### config.mk
export PLATFORM = sky130hd
export DESIGN_NAME = music_top
export DESIGN_NICKNAME = d
export VERILOG_FILES = /design/src/logic/player_pkg.sv /design/src/logic/song_pkg.sv /design/src/logic/music_top.sv /design/src/logic/seg7_decoder.sv /design/src/logic/note_sequencer.sv /design/src/logic/tone_gen.sv /design/src/logic/song_rom.sv
export VERILOG_INCLUDE_DIRS = /design/src /design/src/include
export SDC_FILE = /design/constraint.sdc
export NUM_CORES = 1
export LEC_CHECK = 0
export ABC_CLOCK_PERIOD_IN_PS = 2600
export BUFFER_PORTS_ARGS = -buffer_cell sky130_fd_sc_hd__buf_2
export CELL_PAD_IN_SITES_DETAIL_PLACEMENT = 0
export CELL_PAD_IN_SITES_GLOBAL_PLACEMENT = 1
export CORE_ASPECT_RATIO = 1.25
export CORE_UTILIZATION = 37
export CTS_CLUSTER_DIAMETER = 30
export DETAILED_ROUTE_END_ITERATION = 10
export GPL_TIMING_DRIVEN = 0
export PLACE_DENSITY_LB_ADDON = 0.1
export SKIP_CTS_REPAIR_TIMING = 1
export SKIP_LAST_GASP = 1
export SLEW_MARGIN = 20
export SYNTH_ARGS = -nofsm -noshare
export SYNTH_HDL_FRONTEND = slang
export SYNTH_SLANG_ARGS = --single-unit
### constraint.sdc
create_clock -name clk -period 2.6 [get_ports clk]
set_input_delay 0.13 -clock clk [delete_from_list [all_inputs] [get_ports clk]]
set_output_delay 0.13 -clock clk [all_outputs]
set_load 0.005 [all_outputs]
### src/include/player_defines.svh
/* tune player constants
   tempo, song layout in the note ROM, tone divider and seven-segment patterns */
`ifndef PLAYER_DEFINES_SVH
`define PLAYER_DEFINES_SVH

// one beat in ms
`define BEAT_MS_DEFAULT 100

// note ROM layout
`define SONG_DEPTH  42
`define INTRO_BASE  0
`define INTRO_LEN   13
`define CHORUS_BASE 13
`define CHORUS_LEN  29

// half rate = ticks_per_milli * 500, i.e. half the clock rate in Hz
`define HALF_RATE_MUL 500

// active high, bit 0 is the top segment
`define SEG_DIGIT_1 7'b0000110
`define SEG_DIGIT_2 7'b1011011
`define SEG_DIGIT_3 7'b1001111
`define SEG_DIGIT_4 7'b1100110
`define SEG_BLANK   7'b0000000

`endif
### src/song.mem
// one note per line: freq in Hz in bits [13:4], beats in bits [3:0]; 13 intro then 29 chorus
14A2
14A2
14A4
0002
14A2
20B2
1884
1062
1262
14A4
15D1
14A1
126A
1882
1882
1B84
1882
20B2
1EE4
0001
1882
1882
1B84
1882
24B2
20B4
0003
1882
1882
2932
20B2
1EE2
1B82
15D3
15D1
20B2
1884
1B82
1EE2
20B3
0001
20B8

### src/logic/player_pkg.sv
/* player control types
   sequencer states and song parts */
`default_nettype none

package player_pkg;

  typedef enum logic [1:0] {
    ST_LOAD, // fetch next note
    ST_PLAY, // tone on, led on
    ST_GAP   // silence between notes
  } seq_state_t;

  // four parts, looped
  typedef enum logic [1:0] {
    PART_INTRO_A  = 2'd0,
    PART_INTRO_B  = 2'd1,
    PART_CHORUS_A = 2'd2,
    PART_CHORUS_B = 2'd3
  } part_t;

endpackage

`default_nettype wire

### src/logic/song_pkg.sv
/* song data types
   layout of one stored note and of the note ROM address */
`default_nettype none

package song_pkg;

  // tone frequency in Hz, zero is a rest
  typedef logic [9:0] freq_t;

  // note length in beats, 1 to 10
  typedef logic [3:0] beats_t;

  // one song.mem word, freq in [13:4], beats in [3:0]
  typedef struct packed {
    freq_t  freq;
    beats_t beats;
  } note_t;

  // note ROM address
  typedef logic [5:0] note_addr_t;

endpackage

`default_nettype wire

### src/logic/music_top.sv
/* tune player top
   note ROM, sequencer, tone generator and part display */
`default_nettype none
`timescale 1ns/1ps

`include "player_defines.svh"

module music_top
  import song_pkg::*, player_pkg::*;
#(
  parameter int beat_ms = `BEAT_MS_DEFAULT
) (
  input  wire         clk,
  input  wire         rst,
  input  wire  [15:0] ticks_per_milli,
  output wire         sound,
  output wire         beat_led,
  output wire  [6:0]  segments
);

  note_addr_t rom_addr;
  note_t      note;
  freq_t      tone_freq;
  part_t      part;

  song_rom song_rom_inst (
    .addr (rom_addr),
    .note (note)
  );

  note_sequencer #(
    .beat_ms (beat_ms)
  ) note_sequencer_inst (
    .clk             (clk),
    .rst             (rst),
    .ticks_per_milli (ticks_per_milli),
    .note            (note),
    .rom_addr        (rom_addr),
    .tone_freq       (tone_freq),
    .beat_led        (beat_led),
    .part            (part)
  );

  tone_gen tone_gen_inst (
    .clk             (clk),
    .rst             (rst),
    .ticks_per_milli (ticks_per_milli),
    .freq            (tone_freq),
    .sound           (sound)
  );

  seg7_decoder seg7_decoder_inst (
    .part     (part),
    .segments (segments)
  );

endmodule

`default_nettype wire

### src/logic/seg7_decoder.sv
/* seven-segment decoder
   shows the current song part as digit 1 to 4 */
`default_nettype none
`timescale 1ns/1ps

`include "player_defines.svh"

module seg7_decoder
  import player_pkg::*;
(
  input  part_t       part,
  output logic [6:0]  segments
);

  always_comb begin
    case (part)
      PART_INTRO_A:  segments = `SEG_DIGIT_1;
      PART_INTRO_B:  segments = `SEG_DIGIT_2;
      PART_CHORUS_A: segments = `SEG_DIGIT_3;
      PART_CHORUS_B: segments = `SEG_DIGIT_4;
      default:       segments = `SEG_BLANK; // unknown part
    endcase
  end

endmodule

`default_nettype wire

### src/logic/note_sequencer.sv
/* note sequencer
   ms timebase, play and gap timing per note, part stepping through the song */
`default_nettype none
`timescale 1ns/1ps

`include "player_defines.svh"

module note_sequencer
  import song_pkg::*, player_pkg::*;
#(
  parameter int beat_ms = `BEAT_MS_DEFAULT
) (
  input  wire               clk,
  input  wire               rst,
  input  wire        [15:0] ticks_per_milli,
  input  note_t             note,
  output note_addr_t        rom_addr,
  output freq_t             tone_freq,
  output logic              beat_led,
  output part_t             part
);

  seq_state_t  state;
  note_addr_t  idx;       // note within current part
  note_addr_t  part_base;
  note_addr_t  part_len;
  part_t       part_next;

  logic [15:0] tick_cnt;  // ms prescaler
  logic [15:0] ms_cnt;    // ms spent in current state
  logic [15:0] note_ms;   // play length
  logic [15:0] gap_ms;    // gap length, a third of play
  logic [15:0] load_ms;
  logic [15:0] target_ms;
  logic        ms_tick;
  logic        seg_done;  // play or gap time used up
  logic        note_end;  // move on to next note

  // part layout
  always_comb begin
    case (part)
      PART_INTRO_A,
      PART_INTRO_B: begin
        part_base = note_addr_t'(`INTRO_BASE);
        part_len  = note_addr_t'(`INTRO_LEN);
      end
      default: begin
        part_base = note_addr_t'(`CHORUS_BASE);
        part_len  = note_addr_t'(`CHORUS_LEN);
      end
    endcase
  end

  always_comb begin
    case (part)
      PART_INTRO_A:  part_next = PART_INTRO_B;
      PART_INTRO_B:  part_next = PART_CHORUS_A;
      PART_CHORUS_A: part_next = PART_CHORUS_B;
      default:       part_next = PART_INTRO_A; // loop the song
    endcase
  end

  assign rom_addr  = part_base + idx;
  assign load_ms   = 16'(note.beats * beat_ms);
  assign target_ms = (state == ST_GAP) ? gap_ms : note_ms;
  assign ms_tick   = (tick_cnt == ticks_per_milli - 16'd1);
  assign seg_done  = ms_tick && (ms_cnt + 16'd1 >= target_ms);

  // a zero-length gap goes straight back to load
  assign note_end = seg_done && ((state == ST_GAP) || (state == ST_PLAY && gap_ms == '0));

  // timebase restarts with every state so lengths are whole ms
  always_ff @(posedge clk) begin
    if (!rst) begin
      tick_cnt <= '0;
      ms_cnt   <= '0;
    end else if (state == ST_LOAD || seg_done) begin
      tick_cnt <= '0;
      ms_cnt   <= '0;
    end else if (ms_tick) begin
      tick_cnt <= '0;
      ms_cnt   <= ms_cnt + 16'd1;
    end else begin
      tick_cnt <= tick_cnt + 16'd1;
    end
  end

  // lengths latched once per note
  always_ff @(posedge clk) begin
    if (state == ST_LOAD) begin
      note_ms <= load_ms;
      gap_ms  <= load_ms / 16'd3;
    end
  end

  always_ff @(posedge clk) begin
    if (!rst) begin
      state     <= ST_LOAD;
      tone_freq <= '0;
      beat_led  <= 1'b0;
    end else begin
      case (state)
        ST_LOAD: begin
          state     <= ST_PLAY;
          tone_freq <= note.freq; // rests play as freq 0
          beat_led  <= 1'b1;
        end
        ST_PLAY: begin
          if (seg_done) begin
            state     <= (gap_ms == '0) ? ST_LOAD : ST_GAP;
            tone_freq <= '0;
            beat_led  <= 1'b0;
          end
        end
        ST_GAP: begin
          if (seg_done) begin
            state <= ST_LOAD;
          end
        end
        default: state <= ST_LOAD;
      endcase
    end
  end

  // note index and part
  always_ff @(posedge clk) begin
    if (!rst) begin
      idx  <= '0;
      part <= PART_INTRO_A;
    end else if (note_end) begin
      if (idx == part_len - note_addr_t'(1)) begin
        idx  <= '0;
        part <= part_next;
      end else begin
        idx  <= idx + note_addr_t'(1);
      end
    end
  end

  a_led_in_play: assert property (
    @(posedge clk) disable iff (!rst) beat_led == (state == ST_PLAY)
  );

  // part base plus index never runs off the song
  a_addr_in_rom: assert property (
    @(posedge clk) disable iff (!rst) rom_addr < note_addr_t'(`SONG_DEPTH)
  );

  a_quiet_outside_play: assert property (
    @(posedge clk) disable iff (!rst) (state != ST_PLAY) |-> (tone_freq == '0)
  );

endmodule

`default_nettype wire

### src/logic/tone_gen.sv
/* square-wave tone generator
   phase accumulator toggles sound at twice the note frequency */
`default_nettype none
`timescale 1ns/1ps

`include "player_defines.svh"

module tone_gen
  import song_pkg::*;
(
  input  wire         clk,
  input  wire         rst,
  input  wire  [15:0] ticks_per_milli,
  input  freq_t       freq,
  output logic        sound
);

  logic [31:0] half_rate; // clock rate / 2
  logic [31:0] acc;
  logic [31:0] acc_sum;

  assign half_rate = 32'(ticks_per_milli) * 32'(`HALF_RATE_MUL);
  assign acc_sum   = acc + 32'(freq);

  always_ff @(posedge clk) begin
    if (!rst) begin
      acc   <= '0;
      sound <= 1'b0;
    end else if (freq == '0) begin
      acc   <= '0; // next note starts at phase zero
      sound <= 1'b0;
    end else if (acc_sum >= half_rate) begin
      acc   <= acc_sum - half_rate; // freq < half_rate, one step is enough
      sound <= ~sound;
    end else begin
      acc   <= acc_sum;
    end
  end

  // rest or gap silences the pin on the next edge
  a_silent_on_rest: assert property (
    @(posedge clk) disable iff (!rst) (freq == '0) |=> !sound
  );

endmodule

`default_nettype wire

### src/logic/song_rom.sv
/* song note ROM
   contents come from song.mem, asynchronous read */
`default_nettype none
`timescale 1ns/1ps

`include "player_defines.svh"

module song_rom (
  input  song_pkg::note_addr_t addr,
  output song_pkg::note_t      note
);

  song_pkg::note_t mem [0:`SONG_DEPTH-1]; // freq and beats per word

  initial begin
    $readmemh("/design/src/song.mem", mem);
  end

  // addresses past the song read as a short rest
  always_comb begin
    if (addr < song_pkg::note_addr_t'(`SONG_DEPTH)) begin
      note = mem[addr];
    end else begin
      note = '0;
    end
  end

endmodule

`default_nettype wire

Word level (Yosys, flattened, before mapping)
Cells that the tools add are included.
{ "word_totals": {"reg_bits": 111, "inputBits": 18} }
{ "classes": {"eq_ne": 9, "multipliers": 2, "reduce_logical": 17, "n_addsub": 8, "n_lt_le_gt_ge": 3, "bitwise": 2, "n_mux": 16, "div_mod_pow": 1} }
{ "ops": {"columns": ["operator", "n"], "rows": [
  ["adder 16 x 1 -> 16 bit (second input constant)", 2],
  ["adder 32 x 10 -> 32 bit", 1],
  ["greater-or-equal comparator 32 x 25 -> 1 bit", 1],
  ["two-way mux 32 bit", 1],
  ["subtractor 32 x 25 -> 32 bit", 1],
  ["one-hot mux 7 bit (4 select lines)", 1],
  ["multiplier 16 x 7 -> 23 bit (second input constant)", 1],
  ["one-hot mux 10 bit (2 select lines)", 1],
  ["divider 11 x 2 -> 16 bit (second input constant)", 1],
  ["== test 16 bit", 1],
  ["greater-or-equal comparator 16 bit", 1],
  ["logical NOT 16 bit", 1],
  ["two-way mux 16 bit", 1],
  ["subtractor 16 x 1 -> 16 bit (second input constant)", 1],
  ["two-way mux 14 bit", 1],
  ["one-hot mux 2 bit (3 select lines)", 2],
  ["logical NOT 10 bit", 1],
  ["two-way mux 10 bit", 1],
  ["multiplier 4 x 5 -> 9 bit (second input constant)", 1],
  ["adder 4 x 6 -> 6 bit", 1],
  ["adder 6 x 1 -> 6 bit (second input constant)", 1],
  ["== test 2 bit (second input constant)", 3],
  ["== test 6 bit", 1],
  ["< comparator 6 bit (second input constant)", 1],
  ["17 further kinds", 30]
]} }

Logic depth before layout (Yosys ltp)
{ "depth": {"depth_word": 8, "depth_mapped": 12, "ltp_nobuf": 9} }

By module
Synthesis repeated with hierarchy kept, for this count alone.
{ "unflattened": {"cells_unflattened": 1591, "hier_area_um2": 13062.5} }
{ "by_module_without_submodules": {"columns": ["module", "area_per_inst_um2", "n_inst", "cells_per_inst"], "rows": [
  ["note_sequencer", 6751.5, 1, 841],
  ["tone_gen", 6118.4, 1, 724],
  ["song_rom", 108.9, 1, 15],
  ["seg7_decoder", 83.8, 1, 11]
]} }

Least setup slack after synthesis
Ideal clock, no wire load.
{ "synth_path": {"path_type": "input to register", "startpoint": "input ticks_per_milli[0]", "endpoint": "register note_sequencer_inst.tick_cnt[9]", "n_path_buf": 3, "slack_ns": -0.031, "stages": 12, "arrival_ns": 2.517, "path_cell_list": "inv_1 ha_1 or4b_1 clkbuf_1 or4_1 o21ai_1 nand4_1 a2111oi_4 or2_1 buf_4 buf_6 nor2_1"} }
{ "synth_between": {"elab_chain_cells": 5} }
{ "synth_lines": {"columns": ["item", "line_no", "rtl"], "rows": [
  ["start: declaration", "music_top.sv:15", "input wire [15:0] ticks_per_milli,"],
  ["subtractor 16 x 1 -> 16 bit (*)", "note_sequencer.sv:66", "assign ms_tick = (tick_cnt == ticks_per_milli - 16'd1);"],
  ["== test 16 bit (*)", "note_sequencer.sv:66", null],
  ["logical AND 1 bit", "note_sequencer.sv:67", "assign seg_done = ms_tick && (ms_cnt + 16'd1 >= target_ms);"],
  ["logical OR 1 bit", "note_sequencer.sv:77", "end else if (state == ST_LOAD || seg_done) begin"],
  ["OR reduction 3 bit (no source line) (*)", null, null],
  ["end signal: assignment", "note_sequencer.sv:84", "tick_cnt <= tick_cnt + 16'd1;"],
  ["end: declaration", "note_sequencer.sv:29", "logic [15:0] tick_cnt;"]
]} }
Mark *: on every way between the ends. The rest lies on a longest branch, timed or not.
A chain may end at the register's enable or synchronous reset.

Worst setup path after layout
{ "layout_path": {"startpoint": "input ticks_per_milli[1]", "endpoint": "register note_sequencer_inst.tick_cnt[6]"} }
Same word-level chain as after synthesis.

==> impl_metrics.csv <==
group,metric,value,unit
timing,hold_violations,0,
worst_setup_path,crit_required,2.76,ns
clock_network,numClockSinks,25,
clock_network,cts_buffers,3,
floorplan,coreArea,4800,um^2
hold_path,hp-start,"rst",
grt,grt_antenna_before_repair,0,
worst_setup_path,cp_max_fo,6,
worst_setup_path,endpoint_kind,"flop",
routing,first_pass_iters,4,
timing,rsz0062_at_grt,"true",
routing,vias,1678,
layout,final_cell_mix,"25 x dfxtp_1, 22 x buf_2, 21 x nor2_1",
logic_synthesis,synth-main-ff-cell,"dfxtp_1",
clock_network,root_buffer,"clkbuf_8",
clock_network,cts_buffer_depth,2,
grt,grtUsageTotal,16.8,%
outcome,status,"finished clean",
logic_synthesis,synth_nets,258,
routing,route.detailed.drc,0,
placed_design,pre_cts_slack,-0.607,ns
placed_design,routabilityCongestion,0.823,
timing,setup_slack,0.0204,ns
placed_design,post-dp-hpwl,3270,um
job,cap_viol_max_count,0,
timing,clock_skew,0.00504,ns
worst_setup_path,timing.rr.start,"note_sequencer_inst.tick_cnt[10]$_SDFF_PP0_",
worst_setup_path,reg2reg_to,"note_sequencer_inst.tick_cnt[6]$_SDFF_PP0_",
placed_design,detailed_place.area,2060,um^2
logic_synthesis,netlist_area,1860,um^2
clock_network,htreeDepth,1,
timing,relSlewSlack,53.2,%
layout,stdcell_area,2310,um^2
floorplan,io_pins,27,
logic_synthesis,netlist_instances,230,
power_and_ir_drop,leakagePower,0.000905,uW
logic_synthesis,synth_cell_types,50,
layout,seqCellArea,500,um^2
hold_path,hold_class,"primary input to flop",
layout,nets,297,
clock_network,clk_latency,0.27,ns
hold_path,hold_path_depth,4,
floorplan,die_area,5330,um^2
timing,fin_crit_sh,99.2,%
power_and_ir_drop,power,740,uW
timing,slew_viol_final,0,
floorplan,dieHeight,81.4,um
timing,period_minus_slack,2.58,ns
grt,grt_remaining_overflow,0,
timing,clock.fmax,0.388,GHz
layout,final_common_cell,"dfxtp_1",
placed_design,port-buffer-count,23,
logic_synthesis,synth-edff-count,0,
layout,drive_above_1_share,23.1,%
routing,viasPerCell,5.12,
logic_synthesis,yosys_warnings,0,
floorplan,fp-row-count,28,
layout,final_util,48.0,%
grt,grt_pass1_vias,1545,
routing,drtIter0Drc,85,
timing,setup_viol,0,
worst_setup_path,r2r_slack,0.33,ns
floorplan,initial_core_util,38.8,%
worst_setup_path,startpoint_type,"primary input",
worst_setup_path,arrival,2.74,ns
worst_setup_path,rr_worst_depth,10,
logic_synthesis,syn_area_per_cell,8.11,um^2
layout,multi_input_area,1310,um^2
clock_network,clk_pin_slew,0.08,ns
routing,ant_nets,0,
layout,fillCellCount,490,
grt,grt_max_degree,14,
layout,num_antenna_cells,0,
power_and_ir_drop,power_density,321,nW/um^2
routing,wire_per_inst,13.6,um
timing,tightest_slew,0.691,ns
grt,grt_pass1_wl,6940,um
clock_network,cts_tree,"done",
hold_path,hold_end,"note_sequencer_inst.tick_cnt[1]$_SDFF_PP0_",
logic_synthesis,synth_seq_cells,25,
logic_synthesis,seq_area_frac_synth,26.8,%
layout,syn2layout_area_growth,23.7,%
worst_setup_path,path_class,"primary input to flop",
power_and_ir_drop,ir_drop,190,uV
floorplan,die_w,65.5,um
routing,drt-total-wl,4470,um
logic_synthesis,ys_async_sr_fraction,0,%
metrics by stage:
stage	hold WS [ns]	cells	TNS [ns]
6_report	0.216	328	0
4_1_cts	0.208	317	-6.12
3_5_place_dp	0.472	313	-13.17
2_1_floorplan	0.382	230	0
5_1_grt	0.237	328	-0.527
3_3_place_gp	0.461	313	-14.24
sequential cells by signal, indices dropped and copies added (netlist names):
name and count:
note_sequencer_inst.part 2, note_sequencer_inst.tick_cnt 16, note_sequencer_inst.state 1, note_sequencer_inst.idx 6
power breakdown:
part           total, uW  leakage [uW]  switching [uW]  internal, uW
sequential           388      0.000202            2.75           385
clock                232     0.0000228             122           110
combinational        121      0.000680            63.6          57.3
total                740      0.000905             188           552
area by class of cell:
class	count	area share [%]
clock buffer	4	1.95
timing repair buffer	34	10.5
tap	60	3.26
buffer	14	4.12
inverter	10	1.84
sequential	25	21.7
multi-input combinational	181	56.6
worst max-delay path, stage by stage:
cell and delay, ns:
buf_8 0.10, inv_4 0.05, ha_4 0.14, or4b_4 0.45, buf_6 0.14, or4_4 0.47
o21ai_2 0.16, nand4_1 0.15, a2111oi_4 0.36, buf_6 0.18, or2_1 0.11, buf_6 0.13
clkbuf_16 0.14, nor2_1 0.04
layer usage:
layer  global-route usage [%]  part of all wire (%)  vias up
li1                         -                     -      873
met1                     18.7                    43      766
met2                     32.5                    52       35
met3                     1.40                   3.2        4
met4                     6.09                   1.1        0
met5                        0                     0        -
Yosys cell counts, types with 2 or more instances:
cell type	number	area [um^2]
dfxtp_1	25	500
buf_4	5	37.5
mux2i_1	5	50.1
o211ai_1	2	15.0
xor2_1	17	149
nand3b_1	3	22.5
nor2_1	24	90.1
nand3_1	8	40.0
and3_1	5	31.3
nor4_1	4	25.0
a31oi_1	2	12.5
o21ai_1	2	10.0
o21ai_0	3	15.0
or4_1	2	15.0
a21oi_1	4	20.0
conb_1	2	7.51
ha_1	10	125
clkbuf_1	7	26.3
nand4_1	12	75.1
nor3_1	9	45.0
nor4b_1	3	26.3
nand2_1	16	60.1
inv_1	10	37.5
nand2b_1	2	12.5
xnor2_1	19	166
and2_1	4	25.0
nand4b_1	2	17.5
worst max-delay path by stage:
stage | from | end | slack (ns)
floorplan | ticks_per_milli[1] | note_sequencer_inst.tick_cnt[9]$_SDFF_PP0_ | 0.0001
global placement | ticks_per_milli[0] | note_sequencer_inst.tick_cnt[0]$_SDFF_PP0_ | -0.64
detailed placement | ticks_per_milli[0] | note_sequencer_inst.tick_cnt[0]$_SDFF_PP0_ | -0.61
CTS | ticks_per_milli[0] | note_sequencer_inst.tick_cnt[0]$_SDFF_PP0_ | -0.32
global route | ticks_per_milli[1] | note_sequencer_inst.tick_cnt[0]$_SDFF_PP0_ | -0.06
finish | ticks_per_milli[1] | note_sequencer_inst.tick_cnt[6]$_SDFF_PP0_ | 0.02
cells by family (layout without fill, tap and decap cells):
logic type / after synthesis / in the layout / share of synthesized area (%)
buffers and inverters: 24 / 62 / 6.31
AO/OA/AOI/OAI: 24 / 24 / 9.80
adder cells (fa/ha/maj): 10 / 10 / 6.71
XOR/XNOR: 36 / 36 / 16.9
other: 2 / 2 / 0.403
multiplexers: 5 / 5 / 2.68
flip-flops: 25 / 25 / 26.8
AND/OR/NAND/NOR: 104 / 104 / 30.3
Power figures use the tool's default switching activity.
